**src/source/tcp_hdr_pkg.sv**
```systemverilog
`default_nettype none

package tcp_hdr_pkg;

  // Header sizes in bytes
  localparam int MIN_HDR_LEN   = 20;
  localparam int MAX_OPT_WORDS = 6;  // MSS + window scale + SACK-permitted + timestamp
  localparam int MAX_HDR_LEN   = MIN_HDR_LEN + 4 * MAX_OPT_WORDS;
  localparam int BASE_OFFSET   = 5;  // Data offset with no options
  localparam int CKS_POS       = 16; // First checksum byte in the header

  // Option kinds
  localparam logic [7:0] OPT_NOP       = 8'd1;
  localparam logic [7:0] OPT_MSS       = 8'd2;
  localparam logic [7:0] OPT_WIN       = 8'd3;
  localparam logic [7:0] OPT_SACK_PERM = 8'd4;
  localparam logic [7:0] OPT_TS        = 8'd8;

  // Option length fields
  localparam logic [7:0] OPT_MSS_LEN       = 8'd4;
  localparam logic [7:0] OPT_WIN_LEN       = 8'd3;
  localparam logic [7:0] OPT_SACK_PERM_LEN = 8'd2;
  localparam logic [7:0] OPT_TS_LEN        = 8'd10;
  localparam int         TS_WORDS          = 3; // Kind word plus send and echo values

  // Presence bit per option slot
  localparam int OPT_SLOTS      = 4;
  localparam int SLOT_MSS       = 0;
  localparam int SLOT_WIN       = 1;
  localparam int SLOT_SACK_PERM = 2;
  localparam int SLOT_TS        = 3;

  localparam logic [7:0] PROTO_TCP = 8'd6; // IPv4 protocol number for the pseudo header

endpackage : tcp_hdr_pkg

`default_nettype wire

```
**src/source/tcp_strm_pkg.sv**
```systemverilog
`default_nettype none

package tcp_strm_pkg;

  localparam int LEN_W = 16; // Byte lengths
  localparam int CKS_W = 32; // Checksum accumulator before folding

  // Halfword pad to widen a 16-bit term to the accumulator
  localparam int HW_PAD_W = CKS_W - 16;

  // Source and destination address, zero, protocol, TCP length
  localparam int PSEUDO_HALFWORDS = 6;

endpackage : tcp_strm_pkg

`default_nettype wire

```
**src/source/tcp_opt_pack.sv**
```systemverilog
`default_nettype none

module tcp_opt_pack (
  input  logic                                       clk,
  input  logic                                       rst,
  input  logic                                       meta_val,
  output logic                                       meta_rdy,
  input  logic [31:0]                                src_ip,
  input  logic [31:0]                                dst_ip,
  input  logic [15:0]                                src_port,
  input  logic [15:0]                                dst_port,
  input  logic [31:0]                                seq_num,
  input  logic [31:0]                                ack_num,
  input  logic [8:0]                                 flags,
  input  logic [15:0]                                wnd_size,
  input  logic [15:0]                                urg_ptr,
  input  logic [tcp_hdr_pkg::OPT_SLOTS-1:0]          opt_pres,
  input  logic [15:0]                                mss,
  input  logic [7:0]                                 wnd_scale,
  input  logic [31:0]                                ts_snd,
  input  logic [31:0]                                ts_rec,
  input  logic [tcp_strm_pkg::LEN_W-1:0]             pld_len,
  input  logic [tcp_strm_pkg::CKS_W-1:0]             pld_cks,
  output logic                                       s1_val,
  input  logic                                       s1_rdy,
  output logic [0:tcp_hdr_pkg::MAX_HDR_LEN-1][7:0]   hdr_bytes,
  output logic [tcp_strm_pkg::LEN_W-1:0]             hdr_len,
  output logic [tcp_strm_pkg::LEN_W-1:0]             s1_pld_len,
  output logic [tcp_strm_pkg::CKS_W-1:0]             s1_pld_cks,
  output logic [31:0]                                s1_src_ip,
  output logic [31:0]                                s1_dst_ip
);

  typedef enum logic [1:0] {idle_s, shift_s, hold_s} state_t;

  state_t                                          state;
  logic [0:tcp_hdr_pkg::MIN_HDR_LEN-1][7:0]        base_hdr;
  logic [0:tcp_hdr_pkg::MAX_OPT_WORDS-1][31:0]     opt_blk;   // Packed options, first at word 0
  logic [0:tcp_hdr_pkg::MAX_OPT_WORDS-1][31:0]     opt_proto; // Every option, last one first
  logic [0:tcp_hdr_pkg::MAX_OPT_WORDS-1]           opt_mask;
  logic [2:0]                                      shift_cnt;
  logic [2:0]                                      opt_words;
  logic [3:0]                                      data_off;

  assign opt_words = 3'(opt_pres[tcp_hdr_pkg::SLOT_MSS]) + 3'(opt_pres[tcp_hdr_pkg::SLOT_WIN]) +
                     3'(opt_pres[tcp_hdr_pkg::SLOT_SACK_PERM]) +
                     (opt_pres[tcp_hdr_pkg::SLOT_TS] ? 3'(tcp_hdr_pkg::TS_WORDS) : 3'd0);
  assign data_off  = 4'(tcp_hdr_pkg::BASE_OFFSET) + {1'b0, opt_words};

  assign meta_rdy  = (state == idle_s);
  assign hdr_bytes = {base_hdr, opt_blk};

  always_ff @(posedge clk) begin
    if (rst) begin
      state     <= idle_s;
      s1_val    <= 1'b0;
      shift_cnt <= '0;
    end else begin
      case (state)
        idle_s : begin
          if (meta_val) begin
            base_hdr   <= {src_port, dst_port, seq_num, ack_num, data_off, 3'b000, flags,
                           wnd_size, 16'h0000, urg_ptr}; // Checksum left zero for stage 2
            hdr_len    <= {{(tcp_strm_pkg::LEN_W-6){1'b0}}, data_off, 2'b00};
            s1_pld_len <= pld_len;
            s1_pld_cks <= pld_cks;
            s1_src_ip  <= src_ip;
            s1_dst_ip  <= dst_ip;
            opt_blk    <= '0;
            opt_proto  <= {ts_rec, ts_snd,
                           {tcp_hdr_pkg::OPT_NOP, tcp_hdr_pkg::OPT_NOP,
                            tcp_hdr_pkg::OPT_TS, tcp_hdr_pkg::OPT_TS_LEN},
                           {tcp_hdr_pkg::OPT_NOP, tcp_hdr_pkg::OPT_NOP,
                            tcp_hdr_pkg::OPT_SACK_PERM, tcp_hdr_pkg::OPT_SACK_PERM_LEN},
                           {tcp_hdr_pkg::OPT_NOP, tcp_hdr_pkg::OPT_WIN,
                            tcp_hdr_pkg::OPT_WIN_LEN, wnd_scale},
                           {tcp_hdr_pkg::OPT_MSS, tcp_hdr_pkg::OPT_MSS_LEN, mss}};
            opt_mask   <= {{tcp_hdr_pkg::TS_WORDS{opt_pres[tcp_hdr_pkg::SLOT_TS]}},
                           opt_pres[tcp_hdr_pkg::SLOT_SACK_PERM],
                           opt_pres[tcp_hdr_pkg::SLOT_WIN],
                           opt_pres[tcp_hdr_pkg::SLOT_MSS]};
            shift_cnt  <= '0;
            state      <= shift_s;
          end
        end
        shift_s : begin
          // Fixed six steps so the latency never depends on the options
          opt_proto <= opt_proto << 32;
          opt_mask  <= opt_mask << 1;
          if (opt_mask[0]) opt_blk <= {opt_proto[0], opt_blk[0:tcp_hdr_pkg::MAX_OPT_WORDS-2]};
          shift_cnt <= shift_cnt + 3'd1;
          if (shift_cnt == 3'(tcp_hdr_pkg::MAX_OPT_WORDS - 1)) begin
            s1_val <= 1'b1;
            state  <= hold_s;
          end
        end
        default : begin
          if (s1_rdy) begin // Stage 2 takes the segment
            s1_val <= 1'b0;
            state  <= idle_s;
          end
        end
      endcase
    end
  end

  a_hdr_len_range : assert property (@(posedge clk) disable iff (rst)
    s1_val |-> (hdr_len >= tcp_hdr_pkg::MIN_HDR_LEN) && (hdr_len <= tcp_hdr_pkg::MAX_HDR_LEN) &&
               (hdr_len[1:0] == 2'b00));

endmodule : tcp_opt_pack

`default_nettype wire

```
**src/source/tcp_cks_calc.sv**
```systemverilog
`default_nettype none

module tcp_cks_calc (
  input  logic                                       clk,
  input  logic                                       rst,
  input  logic                                       s1_val,
  output logic                                       s1_rdy,
  input  logic [0:tcp_hdr_pkg::MAX_HDR_LEN-1][7:0]   hdr_bytes,
  input  logic [tcp_strm_pkg::LEN_W-1:0]             hdr_len,
  input  logic [tcp_strm_pkg::LEN_W-1:0]             s1_pld_len,
  input  logic [tcp_strm_pkg::CKS_W-1:0]             s1_pld_cks,
  input  logic [31:0]                                s1_src_ip,
  input  logic [31:0]                                s1_dst_ip,
  output logic                                       s2_val,
  input  logic                                       s2_rdy,
  output logic [0:tcp_hdr_pkg::MAX_HDR_LEN-1][7:0]   s2_hdr_bytes,
  output logic [tcp_strm_pkg::LEN_W-1:0]             s2_hdr_len,
  output logic [tcp_strm_pkg::LEN_W-1:0]             s2_pld_len
);

  typedef enum logic [1:0] {idle_s, calc_s, fold_s, hold_s} state_t;

  state_t                                              state;
  logic [0:tcp_hdr_pkg::MAX_HDR_LEN-1][7:0]            calc_sr;   // Header copy shifted for summing
  logic [0:tcp_strm_pkg::PSEUDO_HALFWORDS-1][15:0]     pseudo_sr;
  logic [tcp_strm_pkg::CKS_W-1:0]                      hdr_sum;
  logic [tcp_strm_pkg::CKS_W-1:0]                      pseudo_sum;
  logic [tcp_strm_pkg::CKS_W-1:0]                      total;
  logic [16:0]                                         fold1;
  logic [15:0]                                         fold2;
  logic [tcp_strm_pkg::LEN_W-1:0]                      half_cnt;

  assign s1_rdy = (state == idle_s);

  // Two folds are enough for any sum of a 44-byte header and a short payload
  assign total = hdr_sum + pseudo_sum;
  assign fold1 = {1'b0, total[tcp_strm_pkg::CKS_W-1:16]} + {1'b0, total[15:0]};
  assign fold2 = fold1[15:0] + {15'd0, fold1[16]};

  always_ff @(posedge clk) begin
    if (rst) begin
      state    <= idle_s;
      s2_val   <= 1'b0;
      half_cnt <= '0;
    end else begin
      case (state)
        idle_s : begin
          if (s1_val) begin
            calc_sr      <= hdr_bytes;
            s2_hdr_bytes <= hdr_bytes;
            s2_hdr_len   <= hdr_len;
            s2_pld_len   <= s1_pld_len;
            pseudo_sr    <= {s1_src_ip, s1_dst_ip, 8'h00, tcp_hdr_pkg::PROTO_TCP,
                             hdr_len + s1_pld_len};
            hdr_sum      <= s1_pld_cks; // Payload sum is the starting value
            pseudo_sum   <= '0;
            half_cnt     <= '0;
            state        <= calc_s;
          end
        end
        calc_s : begin
          calc_sr  <= calc_sr << 16;
          hdr_sum  <= hdr_sum + {{tcp_strm_pkg::HW_PAD_W{1'b0}}, calc_sr[0:1]};
          if (half_cnt < tcp_strm_pkg::PSEUDO_HALFWORDS) begin // Pseudo header runs alongside
            pseudo_sr  <= pseudo_sr << 16;
            pseudo_sum <= pseudo_sum + {{tcp_strm_pkg::HW_PAD_W{1'b0}}, pseudo_sr[0]};
          end
          half_cnt <= half_cnt + 1'b1;
          if (half_cnt == (s2_hdr_len >> 1) - 1'b1) state <= fold_s;
        end
        fold_s : begin
          s2_hdr_bytes[tcp_hdr_pkg::CKS_POS +: 2] <= ~fold2;
          s2_val                                  <= 1'b1;
          state                                   <= hold_s;
        end
        default : begin
          if (s2_rdy) begin
            s2_val <= 1'b0;
            state  <= idle_s;
          end
        end
      endcase
    end
  end

  // Stage 3 may stall for a whole segment, the handoff must not move meanwhile
  a_s2_hold : assert property (@(posedge clk) disable iff (rst)
    s2_val && !s2_rdy |=> s2_val && $stable(s2_hdr_bytes) && $stable(s2_hdr_len) &&
                          $stable(s2_pld_len));

endmodule : tcp_cks_calc

`default_nettype wire

```
**src/source/tcp_seg_tx.sv**
```systemverilog
`default_nettype none

module tcp_seg_tx (
  input  logic                                       clk,
  input  logic                                       rst,
  input  logic                                       s2_val,
  output logic                                       s2_rdy,
  input  logic [0:tcp_hdr_pkg::MAX_HDR_LEN-1][7:0]   s2_hdr_bytes,
  input  logic [tcp_strm_pkg::LEN_W-1:0]             s2_hdr_len,
  input  logic [tcp_strm_pkg::LEN_W-1:0]             s2_pld_len,
  input  logic                                       pld_val,
  input  logic [7:0]                                 pld_dat,
  output logic                                       pld_rdy,
  output logic                                       out_val,
  output logic [7:0]                                 out_dat,
  output logic                                       out_sof,
  output logic                                       out_eof,
  input  logic                                       out_rdy,
  output logic                                       done
);

  typedef enum logic [1:0] {idle_s, hdr_s, pld_s, tail_s} state_t;

  state_t                                    state;
  logic [0:tcp_hdr_pkg::MAX_HDR_LEN-1][7:0]  hdr_sr;
  logic [tcp_strm_pkg::LEN_W-1:0]            hdr_len_q;
  logic [tcp_strm_pkg::LEN_W-1:0]            pld_len_q;
  logic [tcp_strm_pkg::LEN_W-1:0]            hdr_cnt;   // Header bytes loaded into out_dat
  logic [tcp_strm_pkg::LEN_W-1:0]            pld_cnt;

  assign s2_rdy  = (state == idle_s);
  assign pld_rdy = (state == pld_s) && (!out_val || out_rdy); // Output register free this cycle

  always_ff @(posedge clk) begin
    if (rst) begin
      state   <= idle_s;
      out_val <= 1'b0;
      out_sof <= 1'b0;
      out_eof <= 1'b0;
      done    <= 1'b0;
    end else begin
      done <= 1'b0;
      case (state)
        idle_s : begin
          if (s2_val && s2_rdy) begin
            out_dat   <= s2_hdr_bytes[0]; // First byte goes straight out
            out_val   <= 1'b1;
            out_sof   <= 1'b1;
            out_eof   <= 1'b0;
            hdr_sr    <= s2_hdr_bytes << 8;
            hdr_len_q <= s2_hdr_len;
            pld_len_q <= s2_pld_len;
            hdr_cnt   <= 1;
            pld_cnt   <= '0;
            state     <= hdr_s;
          end
        end
        hdr_s : begin
          if (out_rdy) begin
            out_dat <= hdr_sr[0];
            out_sof <= 1'b0;
            hdr_sr  <= hdr_sr << 8;
            hdr_cnt <= hdr_cnt + 1'b1;
            if (hdr_cnt == hdr_len_q - 1'b1) begin
              // Payload may follow the last header byte with no gap
              out_eof <= (pld_len_q == 0);
              state   <= (pld_len_q == 0) ? tail_s : pld_s;
            end
          end
        end
        pld_s : begin
          if (pld_val && pld_rdy) begin
            out_dat <= pld_dat;
            out_val <= 1'b1;
            out_eof <= (pld_cnt == pld_len_q - 1'b1);
            pld_cnt <= pld_cnt + 1'b1;
            if (pld_cnt == pld_len_q - 1'b1) state <= tail_s;
          end else if (out_rdy) begin
            out_val <= 1'b0; // Source gap
          end
        end
        default : begin
          if (out_rdy) begin // Eof byte leaves
            out_val <= 1'b0;
            out_eof <= 1'b0;
            done    <= 1'b1;
            state   <= idle_s;
          end
        end
      endcase
    end
  end

  a_sof_eof_apart : assert property (@(posedge clk) disable iff (rst)
    !(out_sof && out_eof));

  // Payload is only pulled once the whole header has been loaded
  a_pld_after_hdr : assert property (@(posedge clk) disable iff (rst)
    pld_rdy |-> (hdr_cnt == hdr_len_q));

endmodule : tcp_seg_tx

`default_nettype wire

```
**src/source/tcp_tx.sv**
```systemverilog
`default_nettype none

module tcp_tx (
  input  logic                               clk,
  input  logic                               rst,
  input  logic                               meta_val,
  output logic                               meta_rdy,
  input  logic [31:0]                        src_ip,
  input  logic [31:0]                        dst_ip,
  input  logic [15:0]                        src_port,
  input  logic [15:0]                        dst_port,
  input  logic [31:0]                        seq_num,
  input  logic [31:0]                        ack_num,
  input  logic [8:0]                         flags,
  input  logic [15:0]                        wnd_size,
  input  logic [15:0]                        urg_ptr,
  input  logic [tcp_hdr_pkg::OPT_SLOTS-1:0]  opt_pres,
  input  logic [15:0]                        mss,
  input  logic [7:0]                         wnd_scale,
  input  logic [31:0]                        ts_snd,
  input  logic [31:0]                        ts_rec,
  input  logic [tcp_strm_pkg::LEN_W-1:0]     pld_len,
  input  logic [tcp_strm_pkg::CKS_W-1:0]     pld_cks,
  input  logic                               pld_val,
  input  logic [7:0]                         pld_dat,
  output logic                               pld_rdy,
  output logic                               out_val,
  output logic [7:0]                         out_dat,
  output logic                               out_sof,
  output logic                               out_eof,
  input  logic                               out_rdy,
  output logic                               done
);

  // Stage 1 to stage 2
  logic                                      s1_val;
  logic                                      s1_rdy;
  logic [0:tcp_hdr_pkg::MAX_HDR_LEN-1][7:0]  s1_hdr_bytes;
  logic [tcp_strm_pkg::LEN_W-1:0]            s1_hdr_len;
  logic [tcp_strm_pkg::LEN_W-1:0]            s1_pld_len;
  logic [tcp_strm_pkg::CKS_W-1:0]            s1_pld_cks;
  logic [31:0]                               s1_src_ip;
  logic [31:0]                               s1_dst_ip;

  // Stage 2 to stage 3
  logic                                      s2_val;
  logic                                      s2_rdy;
  logic [0:tcp_hdr_pkg::MAX_HDR_LEN-1][7:0]  s2_hdr_bytes;
  logic [tcp_strm_pkg::LEN_W-1:0]            s2_hdr_len;
  logic [tcp_strm_pkg::LEN_W-1:0]            s2_pld_len;

  tcp_opt_pack u_opt_pack (
    .clk, .rst, .meta_val, .meta_rdy, .src_ip, .dst_ip, .src_port, .dst_port,
    .seq_num, .ack_num, .flags, .wnd_size, .urg_ptr, .opt_pres, .mss, .wnd_scale,
    .ts_snd, .ts_rec, .pld_len, .pld_cks, .s1_val, .s1_rdy,
    .hdr_bytes (s1_hdr_bytes),
    .hdr_len   (s1_hdr_len),
    .s1_pld_len, .s1_pld_cks, .s1_src_ip, .s1_dst_ip
  );

  tcp_cks_calc u_cks_calc (
    .clk, .rst, .s1_val, .s1_rdy,
    .hdr_bytes (s1_hdr_bytes),
    .hdr_len   (s1_hdr_len),
    .s1_pld_len, .s1_pld_cks, .s1_src_ip, .s1_dst_ip,
    .s2_val, .s2_rdy, .s2_hdr_bytes, .s2_hdr_len, .s2_pld_len
  );

  tcp_seg_tx u_seg_tx (
    .clk, .rst, .s2_val, .s2_rdy, .s2_hdr_bytes, .s2_hdr_len, .s2_pld_len,
    .pld_val, .pld_dat, .pld_rdy,
    .out_val, .out_dat, .out_sof, .out_eof, .out_rdy, .done
  );

endmodule : tcp_tx

`default_nettype wire

```
**config.mk**
```make
export PLATFORM = sky130hd
export DESIGN_NAME = tcp_tx
export DESIGN_NICKNAME = d
export VERILOG_FILES = /design/src/source/tcp_hdr_pkg.sv /design/src/source/tcp_strm_pkg.sv /design/src/source/tcp_opt_pack.sv /design/src/source/tcp_cks_calc.sv /design/src/source/tcp_seg_tx.sv /design/src/source/tcp_tx.sv
export SDC_FILE = /design/constraint.sdc
export NUM_CORES = 2
export LEC_CHECK = 0
export BUFFER_PORTS_ARGS = -buffer_cell sky130_fd_sc_hd__buf_4
export CAP_MARGIN = 40
export CORE_UTILIZATION = 45
export DETAILED_ROUTE_END_ITERATION = 16
export PLACE_DENSITY = 0.58
export SETUP_SLACK_MARGIN = 0.5
export SLEW_MARGIN = 25
export SYNTH_ARGS = -nofsm -noshare
export SYNTH_HDL_FRONTEND = slang
export SYNTH_HIERARCHICAL = 1
export SYNTH_SLANG_ARGS = --single-unit
```
**constraint.sdc**
```tcl
create_clock -name clk -period 85.9 [get_ports clk]
set_clock_uncertainty 0.2 [all_clocks]
set_input_delay 8.59 -clock clk [delete_from_list [all_inputs] [get_ports clk]]
set_output_delay 8.59 -clock clk [all_outputs]
set_load 0.02 [all_outputs]
```
After elaboration in Yosys (flattened, before gate mapping)

Cells that the tools add are included.

Bits in registers: 1971
Input port bits: 354
Output and inout port bits: 14
Word-level logic and storage cells: 350

Add/sub/neg operators: 17
Order comparisons: 1
Equality and inequality tests: 20
Multiplexer cells: 70
Bitwise logic cells: 5
Reduce and logical (&&, ||, !) cells: 43

Operators by type and width:

| cell                                                                  | number |
|---|---|
| 352-bit one-hot mux with 2 select lines                               | 2 |
| 352-bit two-way mux                                                   | 3 |
| 192-bit one-hot mux with 2 select lines                               | 2 |
| 192-bit two-way mux                                                   | 3 |
| 224-bit two-way mux                                                   | 1 |
| 96-bit two-way mux                                                    | 2 |
| 96-bit one-hot mux with 2 select lines                                | 1 |
| 16-bit one-hot mux with 2 select lines                                | 4 |
| 32-bit one-hot mux with 2 select lines                                | 2 |
| 32-bit two-way mux                                                    | 3 |
| 16-bit two-way mux                                                    | 5 |
| 32-bit by 16-bit adder with 32-bit output                             | 2 |
| 16-bit by 1-bit adder with 16-bit output, second input constant       | 3 |
| 16-bit equality test                                                  | 3 |
| 32-bit adder                                                          | 1 |
| 3-bit AND reduction                                                   | 10 |
| 2-bit two-way mux                                                     | 13 |
| 8-bit two-way mux                                                     | 3 |
| 8-bit one-hot mux with 3 select lines                                 | 1 |
| 16-bit by 16-bit adder with 17-bit output                             | 1 |
| 16-bit by 1-bit adder with 16-bit output                              | 1 |
| 6-bit by 16-bit adder with 16-bit output                              | 1 |
| 16-bit logical NOT                                                    | 1 |
| 16-bit by 3-bit < comparator with 1-bit output, second input constant | 1 |
| other kinds (37)                                                      | 87 |

Logic depth before layout (Yosys ltp)

Word-level depth: 6
Depth in mapped cells: 28

By module

Netlist, hierarchy kept.

By module, submodules not included:

| module       | instances | cells an instance | area each (um^2) | sequential area each (um^2) |
|---|---|---|---|---|
| tcp_cks_calc | 1         | 2432              | 39117.5          | 27286.2 |
| tcp_opt_pack | 1         | 1179              | 21030.2          | 17777.0 |
| tcp_seg_tx   | 1         | 1157              | 18909.4          | 12612.1 |

Worst setup path after synthesis

No wires, ideal clock.

Path type: input port to flip-flop
Start: in rst
End: reg u_opt_pack.base_hdr, in the netlist u_opt_pack/hdr_bytes[192], enable pin
Setup time: 1.571 ns
Data arrival time: 34.512 ns
Data required time: 84.129 ns
Slack: 49.617 ns
Cell stages on the path: 2
Path buffers: 1
Cells stage by stage: buf_1 nor4b_1

Longest elaborated chain between the ends: 2

RTL lines:

| element                       | RTL line           | RTL |
|---|---|---|
| start: declaration            | tcp_tx.sv:5        | `input logic rst,` |
| 1-bit NOT (no line)           | --                 |  |
| 3-bit AND reduction (no line) | --                 |  |
| end signal: assignment        | tcp_opt_pack.sv:62 | `base_hdr <= {src_port, dst_port, seq_num, ack_num, data_off, 3'b000, flags,` |
| end: declaration              | tcp_opt_pack.sv:37 | `logic [0:tcp_hdr_pkg::MIN_HDR_LEN-1][7:0] base_hdr;` |

Every way passes these cells.
A chain may end at the register's enable or synchronous reset.

Final worst setup path

Start: in out_rdy
End: out pld_rdy

Longest elaborated chain between the ends: 2

RTL lines:

| element            | RTL line         | RTL |
|---|---|---|
| start: declaration | tcp_tx.sv:31     | `input logic out_rdy,` |
| 1-bit logical OR   | tcp_seg_tx.sv:32 | `assign pld_rdy = (state == pld_s) && (!out_val \|\| out_rdy);` |
| 1-bit logical AND  | tcp_seg_tx.sv:32 |  |
| end: declaration   | tcp_tx.sv:26     | `output logic pld_rdy,` |

Every way passes these cells.

==> results_tabular.tex <==
\begin{tabular}{lr}
\hline
Metric & Value \\
\hline
\multicolumn{2}{l}{\textbf{Timing}} \\
Final-report max-slew violation count & 0 \\
Maximum operating frequency & 55.52 MHz \\
Worst slew margin relative to its limit & 0.2654 \\
Worst-margin pin slew & 1.102 ns \\
Count of final setup violators & 0 \\
Setup repair after global routing missed its margin & no \\
Final hold violations & 0 \\
Post-route clock period utilization & 0.2097 \\
Hold\_ws & 0.2169 ns \\
Post-route setup TNS & 0 ns \\
Period minus WS final & 18.01 ns \\
\multicolumn{2}{l}{\textbf{Synthesis}} \\
Number of synthesized register bits & 1931 \\
Count of flip-flops with a built-in enable after synthesis & 1900 \\
Top FF cell, synth & edfxtp\_1 \\
Gate Count Post-Synth & 4768 \\
FFs w/ async S/R, synth & 0 \\
Post-synth cell types & 91 \\
Sequential share of the synthesized area & 0.7295 \\
Ys Warns & 6 \\
Avg Cell Area, Syn & 16.58 um\^{}2 \\
Post-Synthesis Cell Area & 0.07906 mm\^{}2 \\
\multicolumn{2}{l}{\textbf{Floorplan}} \\
Initial Util & 0.4538 \\
Num rows & 153 \\
Horiz. Die Dim & 421.1 um \\
Total die area & 0.1774 mm\^{}2 \\
Die height & 421.1 um \\
Placeable core area & 0.1742 mm\^{}2 \\
Number of I/O pins & 368 \\
\multicolumn{2}{l}{\textbf{Hold path}} \\
Min-delay src & u\_cks\_calc/s2\_pld\_len[12] \\
Path class of the lowest-slack min-delay path & flop to flop \\
Hold Path Cell Cnt & 0 \\
Destination of the worst hold path & u\_seg\_tx/pld\_len\_q[12] \\
\multicolumn{2}{l}{\textbf{Power and ir drop}} \\
Total chip power & 2.593 mW \\
Power density relative to cell area & 28.38 mW/mm\^{}2 \\
Sequential share of power & 0.461 \\
Worst IR drop on VDD & 20.95 uV \\
Sw Share & 0.2771 \\
Static power due to leakage & 30.91 nW \\
Net switching power of the design & 0.7187 mW \\
Power Internal & 1.874 mW \\
Gate power share & 0.217 \\
Proportion of power drawn by the clock network & 0.322 \\
\multicolumn{2}{l}{\textbf{Worst setup path}} \\
CP max stage delay & 0.18 ns \\
Startpoint-to-endpoint class of the critical path & primary input to output pin \\
Reg2reg setup slack & 78.61 ns \\
Most used cell along the critical path & buf\_4 \\
Number of cells on the worst reg-to-reg path & 28 \\
Nature of the critical path startpoint & primary input \\
Slowest-stage cell, CP & and2\_1 \\
Type of element capturing the critical path & output pin \\
Crit path required time & 77.11 ns \\
Data arrival, critical path & 9.22 ns \\
End of the worst register-to-register path & u\_cks\_calc/s2\_hdr\_bytes[219] \\
Beginning of the worst register-to-register path & u\_cks\_calc/pseudo\_sum[0] \\
Maximum fanout count along the critical path & 5 \\
Crit-path cells & buf\_4 > nand2b\_1 > and2\_1 > buf\_4 \\
\multicolumn{2}{l}{\textbf{Drt}} \\
DRC viols & 0 \\
Detail-routed via count per cell & 5.174 \\
Count of TritonRoute iterations in the first routing pass & 7 \\
Via count of the routed design & 39.95k \\
Wire length per cell & 21.03 um \\
Total wire length & 162400 um \\
Remaining antenna violation count & 0 \\
Iter 0 DRT Violations & 2745 \\
\multicolumn{2}{l}{\textbf{Placed design}} \\
GPL Wtd Cong & 0.8216 \\
Cell area after placement & 0.08480 mm\^{}2 \\
Count of buffers inserted at the top-level ports & 367 \\
Detailed placement HPWL & 102500 um \\
Cell count after placement & 7349 \\
\multicolumn{2}{l}{\textbf{Cells and area}} \\
Final standard cell count with taps included and fillers excluded & 7721 \\
Total of fill cells in the finished design & 14.19k \\
Post-layout nets & 5706 \\
Ratio of cells with drive above 1 in the final layout & 0.2791 \\
Synthesis-to-finish area growth & 15.55\% \\
Combined flip-flop and latch cell area & 0.05768 mm\^{}2 \\
Area of all placed cells without fillers & 0.09135 mm\^{}2 \\
Area of the multi-input gates & 0.02025 mm\^{}2 \\
\multicolumn{2}{l}{\textbf{CTS}} \\
Total number of H-tree levels & 4 \\
Count of clock tree sinks & 1931 \\
Num CTS Buffers & 196 \\
Clock latency on the worst-skew pair & 0.83 ns \\
Number of buffers inserted for hold repair after clock tree synthesis & 0 \\
Clock tree from TritonCTS & yes \\
Maximum buffer depth of the clock tree & 3 \\
Clock slew at reported path FFs & 0.05 ns \\
Post-CTS setup buffers & 0 \\
Resize count post-CTS & 0 \\
Clock root buffer master & clkbuf\_16 \\
\multicolumn{2}{l}{\textbf{Global route}} \\
Global-route total usage across every layer & 0.1824 \\
Via count of the first global-routing pass & 40.28k \\
Pin count of the biggest net entering global routing & 244 \\
First-pass GRT wire length & 249500 um \\
Global-route congestion overflow total & 0 \\
Number of antenna violations at the first check in global routing & 10 \\
\multicolumn{2}{l}{\textbf{Job}} \\
Max cap viols & 0 \\
\multicolumn{2}{l}{\textbf{Run status}} \\
Result of the run & complete, no violations \\
\hline
\end{tabular}
[power groups by stage]
stage / Sequential (mW) / Combinational [mW] / Clock, mW
2_1_floorplan: 1.26 / 0.386 / 0
3_3_place_gp: 1.22 / 0.540 / 0
3_5_place_dp: 1.22 / 0.556 / 0
4_1_cts: 1.20 / 0.561 / 0.859
5_1_grt: 1.20 / 0.612 / 0.895
6_report: 1.20 / 0.563 / 0.835
[state kept, by name, indices dropped and copies added (netlist names), 32 cells and up]
signal                   cells
u_cks_calc/pseudo_sum       32
u_cks_calc/pseudo_sr        96
u_cks_calc/hdr_sum          32
u_cks_calc/calc_sr         352
u_opt_pack/hdr_bytes       333
u_seg_tx/hdr_sr            344
u_opt_pack/s1_dst_ip        32
u_opt_pack/s1_src_ip        32
u_opt_pack/opt_proto       137
u_cks_calc/s2_hdr_bytes    352
u_opt_pack/s1_pld_cks       32
[area by class of cell]
class / count / area share
Clock inverter: 116 / 0.01312
Sequential cell: 1931 / 0.6313
Multi-Input combinational cell: 2587 / 0.2216
Antenna cell: 1 / 0.00002739
Tap cell: 2325 / 0.03184
Clock buffer: 246 / 0.05609
Inverter: 67 / 0.002753
Timing Repair Buffer: 448 / 0.04320
[stage by stage]
step                      worst slack [ns]  utilization
after floorplan                      49.62            -
after global placement               67.89       0.4839
after detailed placement             67.88       0.4868
after CTS                            67.88       0.5231
after global routing                 67.86       0.5244
final                                67.89       0.5244
[how the worst max path moves through the flow]
| stage | from | endpoint | slack (ns) | depth (start not counted) |
|---|---|---|---|---|
| 2_1_floorplan | rst | u_opt_pack/hdr_bytes[192] | 49.62 | 2 |
| 3_5_place_dp | out_rdy | pld_rdy | 67.88 | 4 |
| 6_report | out_rdy | pld_rdy | 67.89 | 4 |
| 5_1_grt | out_rdy | pld_rdy | 67.86 | 4 |
| 4_1_cts | out_rdy | pld_rdy | 67.88 | 4 |
| 3_3_place_gp | out_rdy | pld_rdy | 67.89 | 4 |
[per-layer routing]
| layer | GRT usage | wire (um) |
|---|---|---|
| met5 | 0 | 13 |
| met2 | 0.2845 | 75800 |
| met1 | 0.2668 | 76260 |
| met3 | 0.03077 | 7051 |
| met4 | 0.04436 | 3278 |
[kinds of logic after synthesis]
kind of cell    count (synthesis)  synth area share
simple gates                 1107           0.07302
fa+ha+maj                     121           0.01981
mux                           762            0.1083
xor+xnor                      199           0.02205
buf+inv                       280           0.01684
compound gates                367           0.03034
flops                        1931            0.7295
other cells                     1        0.00004743
[synth_stat cells, drive strengths merged (9+ instances only)]
cell type	n	area share
a211oi	17	0.0017
nor2b	54	0.0044
a21o	22	0.0021
a22oi	10	0.00095
nand2b	39	0.0031
or3	19	0.0015
clkbuf	139	0.0067
ha	114	0.018
dfxtp	31	0.0079
nand3	56	0.0035
nand2	297	0.014
mux2i	12	0.0015
buf	74	0.0070
o31ai	12	0.0014
a21oi	113	0.0072
o21bai	14	0.0013
nor4	18	0.0017
o21ai	82	0.0052
mux2	750	0.11
nor3	57	0.0038
xnor2	111	0.012
xor2	88	0.0097
and2	288	0.023
nand4	21	0.0017
or4	11	0.0012
o21a	16	0.0015
edfxtp	1900	0.72
a31oi	12	0.00095
and3	27	0.0021
o211ai	9	0.00085
nor2	174	0.0083
inv	66	0.0031
[critical path: cells and delay by family]
kind	cells	cell delay, ns
buffers and inverters	2	0.27
AND/OR/NAND/NOR	2	0.35
[placed cells by master (no fill, tap or decap), drive strengths merged, types with 54 or more instances in the layout]
master and n:
edfxtp 1900, mux2 750, buf 447, nand2 297
and2 288, clkbuf 246, nor2 174, ha 114
a21oi 113, xnor2 111, clkinv 91, xor2 88
o21ai 82, inv 72, nor3 57, nand3 56
nor2b 54
Power figures use the tool's default switching activity.
